$ cat config.mk
export PLATFORM = sky130hd
export DESIGN_NAME = sonata_periph_top
export DESIGN_NICKNAME = d
export VERILOG_FILES = /design/src/periph_pkg.sv /design/src/periph_bus_decode.sv /design/src/gpio_regs.sv /design/src/pwm_bank.sv /design/src/mtimer.sv /design/src/sonata_periph_top.sv
export SDC_FILE = /design/constraint.sdc
export NUM_CORES = 1
export LEC_CHECK = 0
export ABC_CLOCK_PERIOD_IN_PS = 3150
export BUFFER_PORTS_ARGS = -buffer_cell sky130_fd_sc_hd__buf_2
export CAP_MARGIN = 40
export CORE_ASPECT_RATIO = 0.9
export CORE_MARGIN = 2
export CORE_UTILIZATION = 55
export DETAILED_ROUTE_END_ITERATION = 10
export PLACE_DENSITY = 0.72
export SETUP_SLACK_MARGIN = 0.5
export SYNTH_ARGS = -nofsm -noshare
export SYNTH_HDL_FRONTEND = slang
export SYNTH_HIERARCHICAL = 1
export SYNTH_SLANG_ARGS = --single-unit
$ cat constraint.sdc
create_clock -name clk_sys_i -period 3.15 [get_ports clk_sys_i]
set_clock_uncertainty 0.15 [all_clocks]
set_input_delay 0.63 -clock clk_sys_i [delete_from_list [all_inputs] [get_ports clk_sys_i]]
set_output_delay 0.63 -clock clk_sys_i [all_outputs]
set_load 0.01 [all_outputs]
$ cat src/periph_pkg.sv
// Peripheral bus definitions
`default_nettype none

package periph_pkg;

  // Host bus widths.
  localparam int unsigned BusAddrWidth  = 32;
  localparam int unsigned BusDataWidth  = 32;
  localparam int unsigned BusByteEnable = 4;

  // Register offset seen by each device.
  localparam int unsigned RegAddrWidth = 8;

  ////////////////////
  // Devices.
  ////////////////////

  typedef enum int {
    Gpio,
    Pwm,
    Timer
  } bus_device_e;

  localparam int NrDevices = 3;

  ////////////////////
  // Address map.
  ////////////////////

  // Each device owns one 4 KiB window.
  localparam logic [BusAddrWidth-1:0] GpioBase  = 32'h8000_0000;
  localparam logic [BusAddrWidth-1:0] PwmBase   = 32'h8000_1000;
  localparam logic [BusAddrWidth-1:0] TimerBase = 32'h8000_2000;

  // Keeps only the window select bits.
  localparam logic [BusAddrWidth-1:0] DevAddrMask = 32'hFFFF_F000;

endpackage

`default_nettype wire

$ cat src/periph_bus_decode.sv
// Peripheral address decoder
`default_nettype none
`timescale 1ns/1ns

module periph_bus_decode (
  input  logic                                 clk_sys_i,
  input  logic                                 arst_n_i,

  // Host port.
  input  logic                                 host_req_i,
  input  logic                                 host_we_i,
  input  logic [periph_pkg::BusAddrWidth-1:0]  host_addr_i,
  input  logic [periph_pkg::BusByteEnable-1:0] host_be_i,
  input  logic [periph_pkg::BusDataWidth-1:0]  host_wdata_i,
  output logic                                 host_rvalid_o,
  output logic [periph_pkg::BusDataWidth-1:0]  host_rdata_o,
  output logic                                 host_err_o,

  // Device ports, indexed by device.
  output logic                                 dev_req_o    [periph_pkg::NrDevices],
  output logic                                 dev_we_o     [periph_pkg::NrDevices],
  output logic [periph_pkg::RegAddrWidth-1:0]  dev_addr_o   [periph_pkg::NrDevices],
  output logic [periph_pkg::BusByteEnable-1:0] dev_be_o     [periph_pkg::NrDevices],
  output logic [periph_pkg::BusDataWidth-1:0]  dev_wdata_o  [periph_pkg::NrDevices],
  input  logic                                 dev_rvalid_i [periph_pkg::NrDevices],
  input  logic [periph_pkg::BusDataWidth-1:0]  dev_rdata_i  [periph_pkg::NrDevices],
  input  logic                                 dev_err_i    [periph_pkg::NrDevices]
);
  import periph_pkg::*;

  logic [NrDevices-1:0]    dev_sel;
  logic [NrDevices-1:0]    dev_req;
  logic                    unmapped;
  logic [NrDevices-1:0]    sel_q;
  logic                    unmapped_q;
  logic [NrDevices-1:0]    rvalid_vec;
  logic [NrDevices-1:0]    err_vec;
  logic [BusDataWidth-1:0] rdata_mux;

  ////////////////////
  // Request path.
  ////////////////////

  // Match the window bits against each base.
  always_comb begin
    dev_sel        = '0;
    dev_sel[Gpio]  = (host_addr_i & DevAddrMask) == GpioBase;
    dev_sel[Pwm]   = (host_addr_i & DevAddrMask) == PwmBase;
    dev_sel[Timer] = (host_addr_i & DevAddrMask) == TimerBase;
  end

  assign unmapped = ~|dev_sel;
  assign dev_req  = dev_sel & {NrDevices{host_req_i}};

  for (genvar i = 0; i < NrDevices; i++) begin : gen_dev
    assign dev_req_o[i]   = dev_req[i];
    assign dev_we_o[i]    = dev_req[i] & host_we_i;
    assign dev_addr_o[i]  = host_addr_i[RegAddrWidth-1:0];
    assign dev_be_o[i]    = host_be_i;
    assign dev_wdata_o[i] = host_wdata_i;
    // Only the device selected last cycle may answer.
    assign rvalid_vec[i]  = dev_rvalid_i[i] & sel_q[i];
    assign err_vec[i]     = dev_err_i[i] & sel_q[i];
  end

  ////////////////////
  // Response path.
  ////////////////////

  always_ff @(posedge clk_sys_i or negedge arst_n_i) begin
    if (!arst_n_i) begin
      sel_q      <= '0;
      unmapped_q <= 1'b0;
    end else begin
      sel_q      <= dev_req;
      unmapped_q <= host_req_i & unmapped;
    end
  end

  always_comb begin
    rdata_mux = '0;
    for (int i = 0; i < NrDevices; i++) begin
      if (sel_q[i]) begin
        rdata_mux = rdata_mux | dev_rdata_i[i];
      end
    end
  end

  // Unmapped access: valid, error, data stays zero.
  assign host_rvalid_o = unmapped_q | (|rvalid_vec);
  assign host_rdata_o  = rdata_mux;
  assign host_err_o    = unmapped_q | (|err_vec);

  // No two devices are strobed together.
  assert property (@(posedge clk_sys_i) disable iff (!arst_n_i)
    $onehot0(dev_req));

  // Every response belongs to a request one cycle earlier.
  assert property (@(posedge clk_sys_i) disable iff (!arst_n_i)
    host_rvalid_o |-> $past(host_req_i));

endmodule

`default_nettype wire

$ cat src/gpio_regs.sv
// General purpose I/O registers
`default_nettype none
`timescale 1ns/1ns

module gpio_regs #(
  parameter int unsigned GpiWidth = 13,
  parameter int unsigned GpoWidth = 24
) (
  input  logic                                 clk_sys_i,
  input  logic                                 arst_n_i,

  input  logic                                 req_i,
  input  logic                                 we_i,
  input  logic [periph_pkg::RegAddrWidth-1:0]  addr_i,
  input  logic [periph_pkg::BusByteEnable-1:0] be_i,
  input  logic [periph_pkg::BusDataWidth-1:0]  wdata_i,
  output logic                                 rvalid_o,
  output logic [periph_pkg::BusDataWidth-1:0]  rdata_o,

  input  logic [GpiWidth-1:0]                  gp_i,
  output logic [GpoWidth-1:0]                  gp_o
);
  import periph_pkg::*;

  localparam logic [RegAddrWidth-1:0] GpoOffset = 8'h00;
  localparam logic [RegAddrWidth-1:0] GpiOffset = 8'h04;

  logic [GpoWidth-1:0]     gpo_q;
  logic [GpiWidth-1:0]     gpi_meta_q;
  logic [GpiWidth-1:0]     gpi_sync_q;
  logic                    rvalid_q;
  logic [BusDataWidth-1:0] rdata_q;

  // Output register, one byte lane per enable.
  always_ff @(posedge clk_sys_i or negedge arst_n_i) begin
    if (!arst_n_i) begin
      gpo_q <= '0;
    end else if (req_i && we_i && addr_i == GpoOffset) begin
      for (int i = 0; i < GpoWidth; i++) begin
        if (be_i[i/8]) begin
          gpo_q[i] <= wdata_i[i];
        end
      end
    end
  end

  // Two-flop synchronizer on the inputs.
  always_ff @(posedge clk_sys_i or negedge arst_n_i) begin
    if (!arst_n_i) begin
      gpi_meta_q <= '0;
      gpi_sync_q <= '0;
    end else begin
      gpi_meta_q <= gp_i;
      gpi_sync_q <= gpi_meta_q;
    end
  end

  always_ff @(posedge clk_sys_i or negedge arst_n_i) begin
    if (!arst_n_i) begin
      rvalid_q <= 1'b0;
    end else begin
      rvalid_q <= req_i;
    end
  end

  // Read data; writes answer with zero.
  always_ff @(posedge clk_sys_i) begin
    if (req_i) begin
      rdata_q <= '0;
      if (!we_i && addr_i == GpoOffset) begin
        rdata_q[GpoWidth-1:0] <= gpo_q;
      end else if (!we_i && addr_i == GpiOffset) begin
        rdata_q[GpiWidth-1:0] <= gpi_sync_q;
      end
    end
  end

  assign rvalid_o = rvalid_q;
  assign rdata_o  = rdata_q;
  assign gp_o     = gpo_q;

endmodule

`default_nettype wire

$ cat src/pwm_bank.sv
// PWM channel bank
`default_nettype none
`timescale 1ns/1ns

module pwm_bank #(
  parameter int unsigned PwmWidth   = 12,
  parameter int unsigned PwmCtrSize = 8
) (
  input  logic                                 clk_sys_i,
  input  logic                                 arst_n_i,

  input  logic                                 req_i,
  input  logic                                 we_i,
  input  logic [periph_pkg::RegAddrWidth-1:0]  addr_i,
  input  logic [periph_pkg::BusByteEnable-1:0] be_i,
  input  logic [periph_pkg::BusDataWidth-1:0]  wdata_i,
  output logic                                 rvalid_o,
  output logic [periph_pkg::BusDataWidth-1:0]  rdata_o,

  output logic [PwmWidth-1:0]                  pwm_o
);
  import periph_pkg::*;

  // Field positions inside a channel word.
  localparam int unsigned DutyLsb   = 0;
  localparam int unsigned PeriodLsb = 8;

  logic [PwmWidth-1:0]     ch_hit;
  logic [PwmCtrSize-1:0]   duty_q     [PwmWidth];
  logic [PwmCtrSize-1:0]   period_q   [PwmWidth];
  logic [BusDataWidth-1:0] rd_word;
  logic                    rvalid_q;
  logic [BusDataWidth-1:0] rdata_q;

  for (genvar i = 0; i < PwmWidth; i++) begin : gen_ch
    logic [PwmCtrSize-1:0] ctr_q;
    logic [PwmCtrSize-1:0] duty_act_q;
    logic [PwmCtrSize-1:0] period_act_q;

    assign ch_hit[i] = addr_i == RegAddrWidth'(4 * i);

    // Programmed values.
    always_ff @(posedge clk_sys_i or negedge arst_n_i) begin
      if (!arst_n_i) begin
        duty_q[i]   <= '0;
        period_q[i] <= '0;
      end else if (req_i && we_i && ch_hit[i]) begin
        if (be_i[0]) begin
          duty_q[i] <= wdata_i[DutyLsb +: PwmCtrSize];
        end
        if (be_i[1]) begin
          period_q[i] <= wdata_i[PeriodLsb +: PwmCtrSize];
        end
      end
    end

    // Counter; new settings are picked up on wrap.
    always_ff @(posedge clk_sys_i or negedge arst_n_i) begin
      if (!arst_n_i) begin
        ctr_q        <= '0;
        duty_act_q   <= '0;
        period_act_q <= '0;
      end else if (ctr_q >= period_act_q) begin
        ctr_q        <= '0;
        duty_act_q   <= duty_q[i];
        period_act_q <= period_q[i];
      end else begin
        ctr_q <= ctr_q + 1'b1;
      end
    end

    assign pwm_o[i] = ctr_q < duty_act_q;

    assert property (@(posedge clk_sys_i) disable iff (!arst_n_i)
      ctr_q <= period_act_q);
  end

  // Read back the addressed channel.
  always_comb begin
    rd_word = '0;
    for (int i = 0; i < PwmWidth; i++) begin
      if (ch_hit[i]) begin
        rd_word[DutyLsb +: PwmCtrSize]   = duty_q[i];
        rd_word[PeriodLsb +: PwmCtrSize] = period_q[i];
      end
    end
  end

  always_ff @(posedge clk_sys_i or negedge arst_n_i) begin
    if (!arst_n_i) begin
      rvalid_q <= 1'b0;
    end else begin
      rvalid_q <= req_i;
    end
  end

  always_ff @(posedge clk_sys_i) begin
    if (req_i) begin
      rdata_q <= we_i ? '0 : rd_word;
    end
  end

  assign rvalid_o = rvalid_q;
  assign rdata_o  = rdata_q;

endmodule

`default_nettype wire

$ cat src/mtimer.sv
// Machine timer
`default_nettype none
`timescale 1ns/1ns

module mtimer (
  input  logic                                 clk_sys_i,
  input  logic                                 arst_n_i,

  input  logic                                 req_i,
  input  logic                                 we_i,
  input  logic [periph_pkg::RegAddrWidth-1:0]  addr_i,
  input  logic [periph_pkg::BusByteEnable-1:0] be_i,
  input  logic [periph_pkg::BusDataWidth-1:0]  wdata_i,
  output logic                                 rvalid_o,
  output logic [periph_pkg::BusDataWidth-1:0]  rdata_o,
  output logic                                 err_o,

  output logic                                 timer_irq_o
);
  import periph_pkg::*;

  localparam logic [RegAddrWidth-1:0] MtimeLo = 8'h00;
  localparam logic [RegAddrWidth-1:0] MtimeHi = 8'h04;
  localparam logic [RegAddrWidth-1:0] CmpLo   = 8'h08;
  localparam logic [RegAddrWidth-1:0] CmpHi   = 8'h0C;

  logic [63:0]             mtime_q;
  logic [63:0]             mtimecmp_q;
  logic                    expired;
  logic                    irq_q;
  logic                    hit;
  logic [BusDataWidth-1:0] rd_word;
  logic                    rvalid_q;
  logic                    err_q;
  logic [BusDataWidth-1:0] rdata_q;

  ////////////////////
  // Time and compare.
  ////////////////////

  // Free running, one tick per clock.
  always_ff @(posedge clk_sys_i or negedge arst_n_i) begin
    if (!arst_n_i) begin
      mtime_q <= '0;
    end else begin
      mtime_q <= mtime_q + 64'd1;
    end
  end

  // Compare register, written per byte lane.
  always_ff @(posedge clk_sys_i or negedge arst_n_i) begin
    if (!arst_n_i) begin
      mtimecmp_q <= '1;
    end else if (req_i && we_i) begin
      for (int b = 0; b < BusByteEnable; b++) begin
        if (be_i[b] && addr_i == CmpLo) begin
          mtimecmp_q[b*8 +: 8] <= wdata_i[b*8 +: 8];
        end
        if (be_i[b] && addr_i == CmpHi) begin
          mtimecmp_q[BusDataWidth + b*8 +: 8] <= wdata_i[b*8 +: 8];
        end
      end
    end
  end

  assign expired = mtime_q >= mtimecmp_q;

  always_ff @(posedge clk_sys_i or negedge arst_n_i) begin
    if (!arst_n_i) begin
      irq_q <= 1'b0;
    end else begin
      irq_q <= expired;
    end
  end

  ////////////////////
  // Register access.
  ////////////////////

  always_comb begin
    hit     = 1'b1;
    rd_word = '0;
    unique case (addr_i)
      MtimeLo: rd_word = mtime_q[31:0];
      MtimeHi: rd_word = mtime_q[63:32];
      CmpLo:   rd_word = mtimecmp_q[31:0];
      CmpHi:   rd_word = mtimecmp_q[63:32];
      default: hit = 1'b0;
    endcase
  end

  always_ff @(posedge clk_sys_i or negedge arst_n_i) begin
    if (!arst_n_i) begin
      rvalid_q <= 1'b0;
      err_q    <= 1'b0;
    end else begin
      rvalid_q <= req_i;
      err_q    <= req_i & ~hit;
    end
  end

  always_ff @(posedge clk_sys_i) begin
    if (req_i) begin
      rdata_q <= we_i ? '0 : rd_word;
    end
  end

  assign rvalid_o    = rvalid_q;
  assign rdata_o     = rdata_q;
  assign err_o       = err_q;
  assign timer_irq_o = irq_q;

  // Interrupt tracks last cycle's compare.
  assert property (@(posedge clk_sys_i) disable iff (!arst_n_i)
    timer_irq_o == $past(mtime_q >= mtimecmp_q));

endmodule

`default_nettype wire

$ cat src/sonata_periph_top.sv
// Sonata peripheral subsystem
`default_nettype none
`timescale 1ns/1ns

module sonata_periph_top #(
  parameter int unsigned GpiWidth   = 13,
  parameter int unsigned GpoWidth   = 24,
  parameter int unsigned PwmWidth   = 12,
  parameter int unsigned PwmCtrSize = 8
) (
  input  logic                                 clk_sys_i,
  input  logic                                 arst_n_i,

  // Host port.
  input  logic                                 host_req_i,
  input  logic                                 host_we_i,
  input  logic [periph_pkg::BusAddrWidth-1:0]  host_addr_i,
  input  logic [periph_pkg::BusByteEnable-1:0] host_be_i,
  input  logic [periph_pkg::BusDataWidth-1:0]  host_wdata_i,
  output logic                                 host_rvalid_o,
  output logic [periph_pkg::BusDataWidth-1:0]  host_rdata_o,
  output logic                                 host_err_o,

  input  logic [GpiWidth-1:0]                  gp_i,
  output logic [GpoWidth-1:0]                  gp_o,
  output logic [PwmWidth-1:0]                  pwm_o,
  output logic                                 timer_irq_o
);
  import periph_pkg::*;

  logic                     dev_req    [NrDevices];
  logic                     dev_we     [NrDevices];
  logic [RegAddrWidth-1:0]  dev_addr   [NrDevices];
  logic [BusByteEnable-1:0] dev_be     [NrDevices];
  logic [BusDataWidth-1:0]  dev_wdata  [NrDevices];
  logic                     dev_rvalid [NrDevices];
  logic [BusDataWidth-1:0]  dev_rdata  [NrDevices];
  logic                     dev_err    [NrDevices];

  // Only the timer reports bad offsets.
  assign dev_err[Gpio] = 1'b0;
  assign dev_err[Pwm]  = 1'b0;

  periph_bus_decode u_decode (
    .clk_sys_i    (clk_sys_i),
    .arst_n_i     (arst_n_i),
    .host_req_i   (host_req_i),
    .host_we_i    (host_we_i),
    .host_addr_i  (host_addr_i),
    .host_be_i    (host_be_i),
    .host_wdata_i (host_wdata_i),
    .host_rvalid_o(host_rvalid_o),
    .host_rdata_o (host_rdata_o),
    .host_err_o   (host_err_o),
    .dev_req_o    (dev_req),
    .dev_we_o     (dev_we),
    .dev_addr_o   (dev_addr),
    .dev_be_o     (dev_be),
    .dev_wdata_o  (dev_wdata),
    .dev_rvalid_i (dev_rvalid),
    .dev_rdata_i  (dev_rdata),
    .dev_err_i    (dev_err)
  );

  ////////////////////
  // Devices.
  ////////////////////

  gpio_regs #(
    .GpiWidth(GpiWidth),
    .GpoWidth(GpoWidth)
  ) u_gpio (
    .clk_sys_i(clk_sys_i),
    .arst_n_i (arst_n_i),
    .req_i    (dev_req[Gpio]),
    .we_i     (dev_we[Gpio]),
    .addr_i   (dev_addr[Gpio]),
    .be_i     (dev_be[Gpio]),
    .wdata_i  (dev_wdata[Gpio]),
    .rvalid_o (dev_rvalid[Gpio]),
    .rdata_o  (dev_rdata[Gpio]),
    .gp_i     (gp_i),
    .gp_o     (gp_o)
  );

  pwm_bank #(
    .PwmWidth  (PwmWidth),
    .PwmCtrSize(PwmCtrSize)
  ) u_pwm (
    .clk_sys_i(clk_sys_i),
    .arst_n_i (arst_n_i),
    .req_i    (dev_req[Pwm]),
    .we_i     (dev_we[Pwm]),
    .addr_i   (dev_addr[Pwm]),
    .be_i     (dev_be[Pwm]),
    .wdata_i  (dev_wdata[Pwm]),
    .rvalid_o (dev_rvalid[Pwm]),
    .rdata_o  (dev_rdata[Pwm]),
    .pwm_o    (pwm_o)
  );

  mtimer u_timer (
    .clk_sys_i  (clk_sys_i),
    .arst_n_i   (arst_n_i),
    .req_i      (dev_req[Timer]),
    .we_i       (dev_we[Timer]),
    .addr_i     (dev_addr[Timer]),
    .be_i       (dev_be[Timer]),
    .wdata_i    (dev_wdata[Timer]),
    .rvalid_o   (dev_rvalid[Timer]),
    .rdata_o    (dev_rdata[Timer]),
    .err_o      (dev_err[Timer]),
    .timer_irq_o(timer_irq_o)
  );

endmodule

`default_nettype wire

==> results of run 1 <==
power by group through the flow:
stage / registers (uW) / logic, uW / clock network (uW)
floorplan: 9810 / 287 / 0
detailed placement: 9810 / 614 / 0
CTS: 9630 / 630 / 9410
global placement: 9810 / 600 / 0
finish: 9630 / 633 / 9280
global route: 9630 / 680 / 9800
metrics by stage:
stage	setup WS [ns]	setup TNS (ns)	utilization [%]	power [uW]
after floorplan	-0.1286	-9.297	-	10090
after global placement	-0.2004	-0.2004	60.00	10410
after detailed placement	-0.1422	-0.1852	60.02	10420
after CTS	-0.003019	-0.003019	64.88	19670
after global routing	-0.08700	-0.09202	65.22	20110
final	0.005569	0	65.22	19540
what timing repair did:
| action | in CTS | in global routing |
|---|---|---|
| cloned | 2 | 0 |
| pin swaps | 96 | 7 |
| hold endpoints to repair | 64 | 0 |
| hold buffers | 14 | 0 |
| resized for setup | 99 | 41 |
| setup endpoints to repair | 73 | 216 |
| setup buffers | 26 | 10 |
layout make-up:
cell class	count	area, um2	share of cell area (%)
tap	930	1164	2.594
clock buffer	108	2217	4.943
timing repair buffer	348	2923	6.516
multi-input combinational	2030	18100	40.35
antenna	2	5.005	0.01116
inverter	298	1119	2.494
clock inverter	34	365.4	0.8145
sequential	739	18960	42.28
registers in the layout, summed over array words and instances (netlist names):
| register | count |
|---|---|
| u_gpio/gpi_meta_q | 13 |
| u_decode/sel_q | 3 |
| u_pwm/duty_q | 96 |
| u_gpio/gpi_sync_q | 13 |
| u_timer/timer_irq_o | 1 |
| u_gpio/rvalid_o | 1 |
| u_decode/unmapped_q | 1 |
| u_timer/err_o | 1 |
| u_pwm/gen_ch.duty_act_q | 96 |
| u_pwm/gen_ch.ctr_q | 96 |
| u_pwm/rdata_o | 16 |
| u_timer/rdata_o | 32 |
| u_pwm/gen_ch.period_act_q | 96 |
| u_timer/mtime_q | 64 |
| u_timer/mtimecmp_q | 64 |
| u_pwm/period_q | 96 |
| u_gpio/gp_o | 24 |
| u_timer/rvalid_o | 1 |
| u_pwm/rvalid_o | 1 |
| u_gpio/rdata_o | 24 |
cell usage in the layout (no fill, tap or decap), drive strengths merged, types with 13 or more instances in the layout:
| master | instances |
|---|---|
| dfstp | 64 |
| mux2i | 32 |
| dfrtp | 603 |
| nand2 | 89 |
| nand3 | 101 |
| xnor2 | 61 |
| a21oi | 160 |
| clkinv | 20 |
| ha | 257 |
| mux2 | 475 |
| nor4 | 15 |
| inv | 301 |
| nand4 | 40 |
| clkbuf | 108 |
| conb | 26 |
| nand2b | 26 |
| o21a | 14 |
| buf | 334 |
| a211oi | 13 |
| nor3 | 23 |
| o22ai | 19 |
| nor2 | 206 |
| o21ai | 67 |
| xor2 | 73 |
| a21o | 75 |
| a222oi | 33 |
| dlygate4sd3 | 14 |
| a211o | 13 |
| edfxtp | 72 |
| a22oi | 80 |
| and3 | 33 |
routing by layer:
layer	vias to the layer above	part of all wire [%]
met5	-	0
met4	0	2.4
met3	165	7.1
met2	961	46
met1	13708	44
li1	11932	-
worst max path at each step:
stage                             startpoint                endpoint  depth (start not counted)
2_1_floorplan                host_addr_i[24]  u_timer/mtimecmp_q[56]                          6
3_3_place_gp                  host_addr_i[3]        u_pwm/rdata_o[0]                          9
3_5_place_dp                  host_addr_i[3]        u_pwm/rdata_o[0]                          9
4_1_cts        u_pwm/gen_ch[8].duty_act_q[1]                pwm_o[8]                          8
5_1_grt        u_pwm/gen_ch[8].duty_act_q[1]                pwm_o[8]                          8
6_report       u_pwm/gen_ch[8].duty_act_q[1]                pwm_o[8]                          8
==> impl_metrics.env, run 1 <==
export IMPL_use_met3_pct=5.258
export IMPL_stdcell_count=4489
export IMPL_gp_congestion=0.9322
export IMPL_crit_slowest_cell="dfrtp_1"
export IMPL_drt_initial_drc_count=2867
export IMPL_clkLatencyLatePin_ns=0.64
export IMPL_dieArea_um2=71770
export IMPL_post_drt_via_cell_ratio=5.963
export IMPL_status="finished clean"
export IMPL_hpwl_mm=75.55
export IMPL_p_sw_share_pct=22.11
export IMPL_htreeDepth=3
export IMPL_finalHoldViolCount=0
export IMPL_grt_usage_pct=29.81
export IMPL_rr_worst_depth=8
export IMPL_wl_per_cell_um=23.59
export IMPL_syn2layout_area_growth_pct=17.10
export IMPL_clkSinkCount=739
export IMPL_grt_max_degree=103
export IMPL_initial_utilization_pct=55.70
export IMPL_setup_viol=0
export IMPL_p_per_area_nw_per_um2=435.7
export IMPL_timing_slew_headroom_pct=47.64
export IMPL_clkPwrFrac_pct=47.5
export IMPL_cp_start_kind="flop"
export IMPL_critPathMaxFanout=2
export IMPL_coreArea_um2=68770
export IMPL_die_height_um=254.4
export IMPL_cap_viol_max_count=0
export IMPL_seq_power_share_pct=49.3
export IMPL_min_path_type="in2reg"
export IMPL_grt_busiest_layer="met2"
export IMPL_max_freq_ghz=0.3180
export IMPL_worstPathArrival_ns=2.36
export IMPL_reg2reg_to="u_timer/timer_irq_o"
export IMPL_hp_start="host_wdata_i[24]"
export IMPL_synth_cells=3293
export IMPL_drtAntennaViolNets=0
export IMPL_num_io_pins=156
export IMPL_place_area_um2=41280
export IMPL_worstSetupEndpointType="output port"
export IMPL_drtPass1Iterations=7
export IMPL_cp_top_family="compound AO/OA/AOI/OAI gates"
export IMPL_port_buffers=151
export IMPL_leakage_uw=0.02105
export IMPL_met1_usage_pct=43.29
export IMPL_rsz0062_at_grt="true"
export IMPL_route_detailed_drc=0
export IMPL_met2_usage_pct=46.42
export IMPL_grt_overflow=0
export IMPL_cts_buffers=77
export IMPL_worstMarginPinSlew_ns=0.7854
export IMPL_nets=3836
export IMPL_crit_chain="inv_1, ha_1, a21o_1, a21oi_2, o21ai_1, a211o_1, a21oi_4, buf_6"
export IMPL_slowest_delay_ns=0.36
export IMPL_hold_worst_slack_ns=0.08756
export IMPL_clock_path_buffers=3
export IMPL_nFillCells=5132
export IMPL_finalCritPeriodShare_pct=99.82
export IMPL_p_sw_uw=4320
export IMPL_fp_dieW_um=282.2
export IMPL_vdd_drop_max_mv=0.4321
export IMPL_final_max_slew_viol_count=0
export IMPL_grt_pass1_vias=27190
export IMPL_r2r_start="u_timer/mtimecmp_q[7]"
export IMPL_synth_warnings=6
export IMPL_path_class="reg2out"
export IMPL_drive_gt1_share_pct=33.20
export IMPL_ctsRootBufferMaster="clkbuf_16"
export IMPL_dp_cells=4293
export IMPL_path_clk_slew_ns=0.06
export IMPL_ff2ff_setup_slack_ns=0.58
export IMPL_cp_num_buf_inv=2
export IMPL_pwr_share_comb_pct=3.2
export IMPL_crit_required_ns=2.37
export IMPL_num_vias=26766
export IMPL_tritoncts="yes"
export IMPL_period_minus_slack_ns=3.144
export IMPL_syn_avg_cell_area_um2=11.63
export IMPL_core_rowCount=91
export IMPL_stdcell_area_um2=44850
export IMPL_internal_power_uw=15220
export IMPL_grt_pass1_wl_mm=162.9
export IMPL_netlist_area_um2=38300
export IMPL_whs_path_depth=2
export IMPL_holdPathEnd="u_timer/mtimecmp_q[56]"
export IMPL_routed_wl_mm=105.9
export IMPL_grt_antenna_before_repair=5
Power figures use the tool's default switching activity.
==> run 2: changes to the inputs <==
--- a/config.mk
+++ b/config.mk
@@ -10,9 +10,9 @@
 export CAP_MARGIN = 40
 export CORE_ASPECT_RATIO = 0.9
 export CORE_MARGIN = 2
-export CORE_UTILIZATION = 55
+export CORE_UTILIZATION = 25
 export DETAILED_ROUTE_END_ITERATION = 10
-export PLACE_DENSITY = 0.72
+export PLACE_DENSITY_LB_ADDON = 0.3
 export SETUP_SLACK_MARGIN = 0.5
 export SYNTH_ARGS = -nofsm -noshare
 export SYNTH_HDL_FRONTEND = slang
==> run 2 against run 1 <==
The run now ends with setup timing left; sequential cell count is the same; clock-buffer cell count grew 14; largest cell class unchanged; routed wire length grew 9.4%; largest power group is now clock; worst hold slack lost 0.017 ns; register-to-register slack is essentially flat.
==> impl_metrics.env, run 2 (synthesized netlist as in run 1, its figures left out) <==
export IMPL_status="finished with violations"
export IMPL_violations="setup timing"
export IMPL_cts_buffers=88
export IMPL_die_height_um=375.3
export IMPL_crit_required_ns=2.37
export IMPL_clock_path_buffers=3
export IMPL_total_power_uw=20830
export IMPL_coreArea_um2=152500
export IMPL_grt_max_degree=111
export IMPL_path_clk_slew_ns=0.06
export IMPL_hold_worst_slack_ns=0.07037
export IMPL_cp_start_kind="flop"
export IMPL_min_path_type="in2reg"
export IMPL_place_ws_ns=-0.09850
export IMPL_ctsRootBufferMaster="clkbuf_16"
export IMPL_grt_overflow=0
export IMPL_critPathMaxFanout=2
export IMPL_finalHoldViolCount=0
export IMPL_clkLatencyLatePin_ns=0.72
export IMPL_grt_antenna_before_repair=16
export IMPL_layout_commonest_cell="dfrtp_1"
export IMPL_crit_chain="ha_1, a21o_1, a21oi_2, o21ai_2, a211o_1, a21oi_4, buf_6, buf_6"
export IMPL_gp_congestion=0.9174
export IMPL_slowest_delay_ns=0.41
export IMPL_fp_dieW_um=416.6
export IMPL_drtAntennaViolNets=0
export IMPL_grt_pass1_vias=26109
export IMPL_route_detailed_drc=0
export IMPL_finalCritPeriodShare_pct=105.5
export IMPL_worstSetupEndpointType="output port"
export IMPL_dieArea_um2=156400
export IMPL_drive_gt1_share_pct=33.97
export IMPL_drt_initial_drc_count=1763
export IMPL_wl_per_cell_um=20.69
export IMPL_grt_pass1_wl_mm=174.1
export IMPL_worstMarginPinSlew_ns=0.7495
export IMPL_post_drt_via_cell_ratio=4.600
export IMPL_final_max_slew_viol_count=0
export IMPL_clkSinkCount=739
export IMPL_met1_usage_pct=20.65
export IMPL_place_area_um2=42670
export IMPL_cap_viol_max_count=0
export IMPL_syn2layout_area_growth_pct=22.71
export IMPL_mostFrequentLayoutCells="dfrtp_1, mux2_2, inv_1"
export IMPL_grt_usage_pct=14.73
export IMPL_timing_slew_headroom_pct=50.03
export IMPL_crit_path_frequent_cell="buf_6"
export IMPL_crit_slowest_cell="dfrtp_1"
export IMPL_cp_num_buf_inv=2
export IMPL_path_class="reg2out"
export IMPL_grt_busiest_layer="met2"
export IMPL_rsz0062_at_grt="true"
export IMPL_p_per_area_nw_per_um2=443.1
export IMPL_vdd_drop_max_mv=0.3764
export IMPL_period_minus_slack_ns=3.323
export IMPL_core_rowCount=136
export IMPL_worst_slack_ns=-0.1731
export IMPL_port_buffers=151
export IMPL_leakage_uw=0.02132
export IMPL_use_met3_pct=2.371
export IMPL_num_io_pins=156
export IMPL_worstPathArrival_ns=2.54
export IMPL_routed_wl_mm=115.9
export IMPL_htreeDepth=3
export IMPL_drtPass1Iterations=8
export IMPL_num_vias=25764
export IMPL_hpwl_mm=83.44
export IMPL_stdcell_area_um2=47000
export IMPL_nets=3869
export IMPL_initial_utilization_pct=25.12
export IMPL_cp_top_family="compound AO/OA/AOI/OAI gates"
export IMPL_met2_usage_pct=23.23
export IMPL_setup_viol=4
export IMPL_ff2ff_setup_slack_ns=0.57
export IMPL_max_freq_ghz=0.3009
export IMPL_tritoncts="yes"
==> run 2: changes by cell type in the layout (fill, tap and decap cells not counted), sizes merged <==
cell	before	now
buf	334	344
bufinv	6	8
clkbuf	108	124
clkinv	20	23
clkinvlp	5	4
diode	2	3
dlygate4sd3	14	24
==> run 2: path summary, 6_finish.rpt <==
kind,from,depth (start not counted),to
setup / recovery,u_pwm/gen_ch[8].ctr_q[1],8,pwm_o[8]
hold / removal,host_wdata_i[18],2,u_timer/mtimecmp_q[18]
setup reg to reg,u_timer/mtimecmp_q[7],9,u_timer/timer_irq_o
hold reg to reg,u_gpio/gpi_meta_q[1],0,u_gpio/gpi_sync_q[1]
max in group asynchronous,arst_n_i,3,u_pwm/gen_ch[11].ctr_q[1]
min in group asynchronous,arst_n_i,2,u_gpio/gpi_meta_q[10]
==> run 2: metal layers <==
metal / vias to the layer above / routed length [um]
li1: 12011 / -
met1: 13020 / 54910
met2: 531 / 52920
met3: 190 / 4639
met4: 12 / 3351
met5: - / 71
==> run 2: area by class of cell <==
cell class | instances | area, um2
Antenna cell | 3 | 7.507
Clock buffer | 122 | 2460
Clock inverter | 38 | 553.0
Fill cell | 15546 | 105500
Inverter | 298 | 1119
Multi-Input combinational cell | 2030 | 18170
Sequential cell | 739 | 18970
Tap cell | 2001 | 2504
Timing Repair Buffer | 370 | 3217
==> run 2: report_power, final <==
group          switching [uW]  total (uW)  internal, uW
clock                    4350       10500          6180
sequential               4.92        9640          9630
combinational             494         657           163
==> run 2: timing repair <==
action                                  CTS  global route
endpoints found under the setup margin   47           153
hold buffers                             24             0
resized for setup                       149            46
endpoints found under the hold margin    52             0
cloned                                    0             2
setup buffers                            25            11
pin swaps                                90            20
==> run 2: worst register-to-register path, stage by stage, from the launching register on <==
cell,delay [ns]
dfstp_2,0.55
inv_1,0.05
ha_1,0.30
a21oi_2,0.16
o21ai_2,0.09
a221o_1,0.37
o31a_1,0.32
a2111oi_2,0.20
o21ai_1,0.13
buf_4,0.15
==> run 2: per-stage QoR <==
stage	std cells	utilization [%]	setup TNS, ns
2_1_floorplan	3316	-	-9.297
3_3_place_gp	5376	27.99	-0.07117
3_5_place_dp	5376	27.99	-0.09850
4_1_cts	5585	30.61	-0.8759
5_1_grt	5598	30.82	-1.207
6_report	5601	30.83	-0.2743
==> run 3: changes to the inputs <==
--- a/config.mk
+++ b/config.mk
@@ -11,6 +11,7 @@
 export CORE_ASPECT_RATIO = 0.9
 export CORE_MARGIN = 2
 export CORE_UTILIZATION = 25
+export CTS_BUF_LIST = sky130_fd_sc_hd__clkbuf_4
 export DETAILED_ROUTE_END_ITERATION = 10
 export PLACE_DENSITY_LB_ADDON = 0.3
 export SETUP_SLACK_MARGIN = 0.5
==> run 3 against run 2 <==
Non-clock buffer count increased by 79; sequential cell count unchanged; global-route usage rose by 0.36 points; the flow still finishes with violations (setup timing); highest routed layer unchanged; final cell count grew 5.3%.
==> impl_metrics.env, run 3 (synthesized netlist as in run 1, its figures left out) <==
export IMPL_period_minus_slack_ns=3.779
export IMPL_gp_congestion=0.9174
export IMPL_htreeDepth=4
export IMPL_layout_commonest_cell="dfrtp_1"
export IMPL_routed_wl_mm=118.2
export IMPL_num_io_pins=156
export IMPL_port_buffers=151
export IMPL_worstSetupEndpointType="output port"
export IMPL_finalCritPeriodShare_pct=120.0
export IMPL_die_height_um=375.3
export IMPL_grt_antenna_before_repair=16
export IMPL_grt_pass1_wl_mm=178.0
export IMPL_cts_buffers=209
export IMPL_r2r_start="u_timer/mtimecmp_q[5]"
export IMPL_dieArea_um2=156400
export IMPL_initial_utilization_pct=25.12
export IMPL_hold_worst_slack_ns=0.1548
export IMPL_slowest_delay_ns=0.41
export IMPL_path_class="reg2out"
export IMPL_p_per_area_nw_per_um2=408.3
export IMPL_crit_path_frequent_cell="buf_6"
export IMPL_critPathMaxFanout=2
export IMPL_clkLatencyLatePin_ns=1.17
export IMPL_coreArea_um2=152500
export IMPL_crit_slowest_cell="dfrtp_1"
export IMPL_rsz0062_at_grt="true"
export IMPL_rr_worst_depth=9
export IMPL_cp_top_family="compound AO/OA/AOI/OAI gates"
export IMPL_ctsRootBufferMaster="clkbuf_4"
export IMPL_grt_usage_pct=15.09
export IMPL_min_path_type="in2async"
export IMPL_grt_max_degree=111
export IMPL_setup_viol=46
export IMPL_num_vias=26849
export IMPL_worst_slack_ns=-0.6295
export IMPL_grt_pass1_vias=27398
export IMPL_wl_per_cell_um=20.04
export IMPL_cp_start_kind="flop"
export IMPL_grt_overflow=0
export IMPL_reg2reg_to="u_timer/timer_irq_o"
export IMPL_syn2layout_area_growth_pct=23.69
export IMPL_leakage_uw=0.02186
export IMPL_finalHoldViolCount=0
export IMPL_fp_dieW_um=416.6
export IMPL_max_freq_ghz=0.2646
export IMPL_worst_path_stages=8
export IMPL_crit_chain="ha_1, a21o_1, a21oi_2, o21ai_2, a211o_1, a21oi_4, buf_6, buf_6"
export IMPL_cap_viol_max_count=0
export IMPL_clock_path_buffers=3
export IMPL_ff2ff_setup_slack_ns=0.57
export IMPL_status="finished with violations"
export IMPL_tritoncts="yes"
export IMPL_cp_num_buf_inv=2
export IMPL_drtAntennaViolNets=0
export IMPL_clkSinkCount=739
export IMPL_drt_initial_drc_count=1700
export IMPL_drtPass1Iterations=7
export IMPL_timing_slew_headroom_pct=47.99
export IMPL_crit_required_ns=2.37
export IMPL_mostFrequentLayoutCells="dfrtp_1, mux2_2, clkbuf_4"
export IMPL_worstMarginPinSlew_ns=0.7802
export IMPL_dp_cells=5376
export IMPL_post_drt_via_cell_ratio=4.552
export IMPL_worstPathArrival_ns=3.00
export IMPL_final_max_slew_viol_count=0
export IMPL_path_clk_slew_ns=0.07
export IMPL_route_detailed_drc=0
export IMPL_hpwl_mm=83.44
export IMPL_stdcell_count=5898
export IMPL_vdd_drop_max_mv=0.3507
export IMPL_core_rowCount=136
export IMPL_drive_gt1_share_pct=36.96
export IMPL_violations="setup timing"
export IMPL_nets=4069
-- run 3: changes by cell type in the layout (fill, tap and decap cells not counted), moves of 5 or more --
cell and delta:
clkbuf_16 -90, diode_2 +6, buf_4 +19, clkinv_1 +29, bufinv_16 -7, clkinv_16 -5, clkbuf_4 +317, buf_2 +5
clkbuf_8 -13, dlygate4sd3_1 +62, clkbuf_1 -21, buf_6 -11
-- run 3: through the flow --
stage | TNS [ns] | power [uW] | area (um2) | util, % | setup slack (ns)
after floorplan | -9.297 | 10090 | 39260 | - | -0.1286
after global placement | -0.07117 | 10450 | 42670 | 27.99 | -0.07117
after detailed placement | -0.09850 | 10450 | 42670 | 27.99 | -0.09850
after CTS | -19.48 | 19730 | 47120 | 30.90 | -0.7856
after global routing | -20.62 | 20280 | 47370 | 31.07 | -0.7898
final | -11.76 | 19340 | 47380 | 31.07 | -0.6295
-- run 3: what timing repair did --
action	CTS	global route
endpoints found under the setup margin	59	226
gates resized for setup	149	34
hold buffers	89	0
setup buffers	38	14
pin swaps	89	18
endpoints found under the hold margin	966	0
gates cloned	1	0
-- run 3: worst min-delay path, stage by stage --
cell           delay (ns)
dlygate4sd3_1        0.60
buf_8                0.30
buf_12               0.24
-- run 3: power by group --
group          total [uW]  internal (uW)  switching [uW]
logic                 724            210             513
registers            9630           9630            5.09
clock network        8990           4680            4300
-- run 3: layout make-up --
cell class	count	area (um2)
clock inverter	55	310.3
antenna	9	22.52
clock buffer	317	2380
inverter	298	1119
fill	15640	105100
timing repair buffer	449	3951
tap	2001	2504
multi-input combinational	2030	18120
sequential	739	18970
-- run 3: how the worst max path moves through the flow --
stage	slack, ns	start	endpoint
after floorplan	-0.13	host_addr_i[24]	u_timer/mtimecmp_q[56]
after global placement	-0.07	host_addr_i[3]	u_pwm/rdata_o[2]
after detailed placement	-0.1	host_addr_i[3]	u_pwm/rdata_o[2]
after CTS	-0.79	u_pwm/gen_ch[8].ctr_q[1]	pwm_o[8]
after global routing	-0.79	u_pwm/gen_ch[8].ctr_q[1]	pwm_o[8]
final	-0.63	u_pwm/gen_ch[8].ctr_q[1]	pwm_o[8]
-- run 3: layer usage --
layer  share of wire [%]  wire length, um  vias up  GRT usage, %
met4                 3.1             3667       10         5.674
met5               0.043               51        -             0
met3                 4.4             5255      215         2.930
met2                  46            54050      633         23.68
li1                    -                -    12558             -
met1                  47            55180    13433         20.52
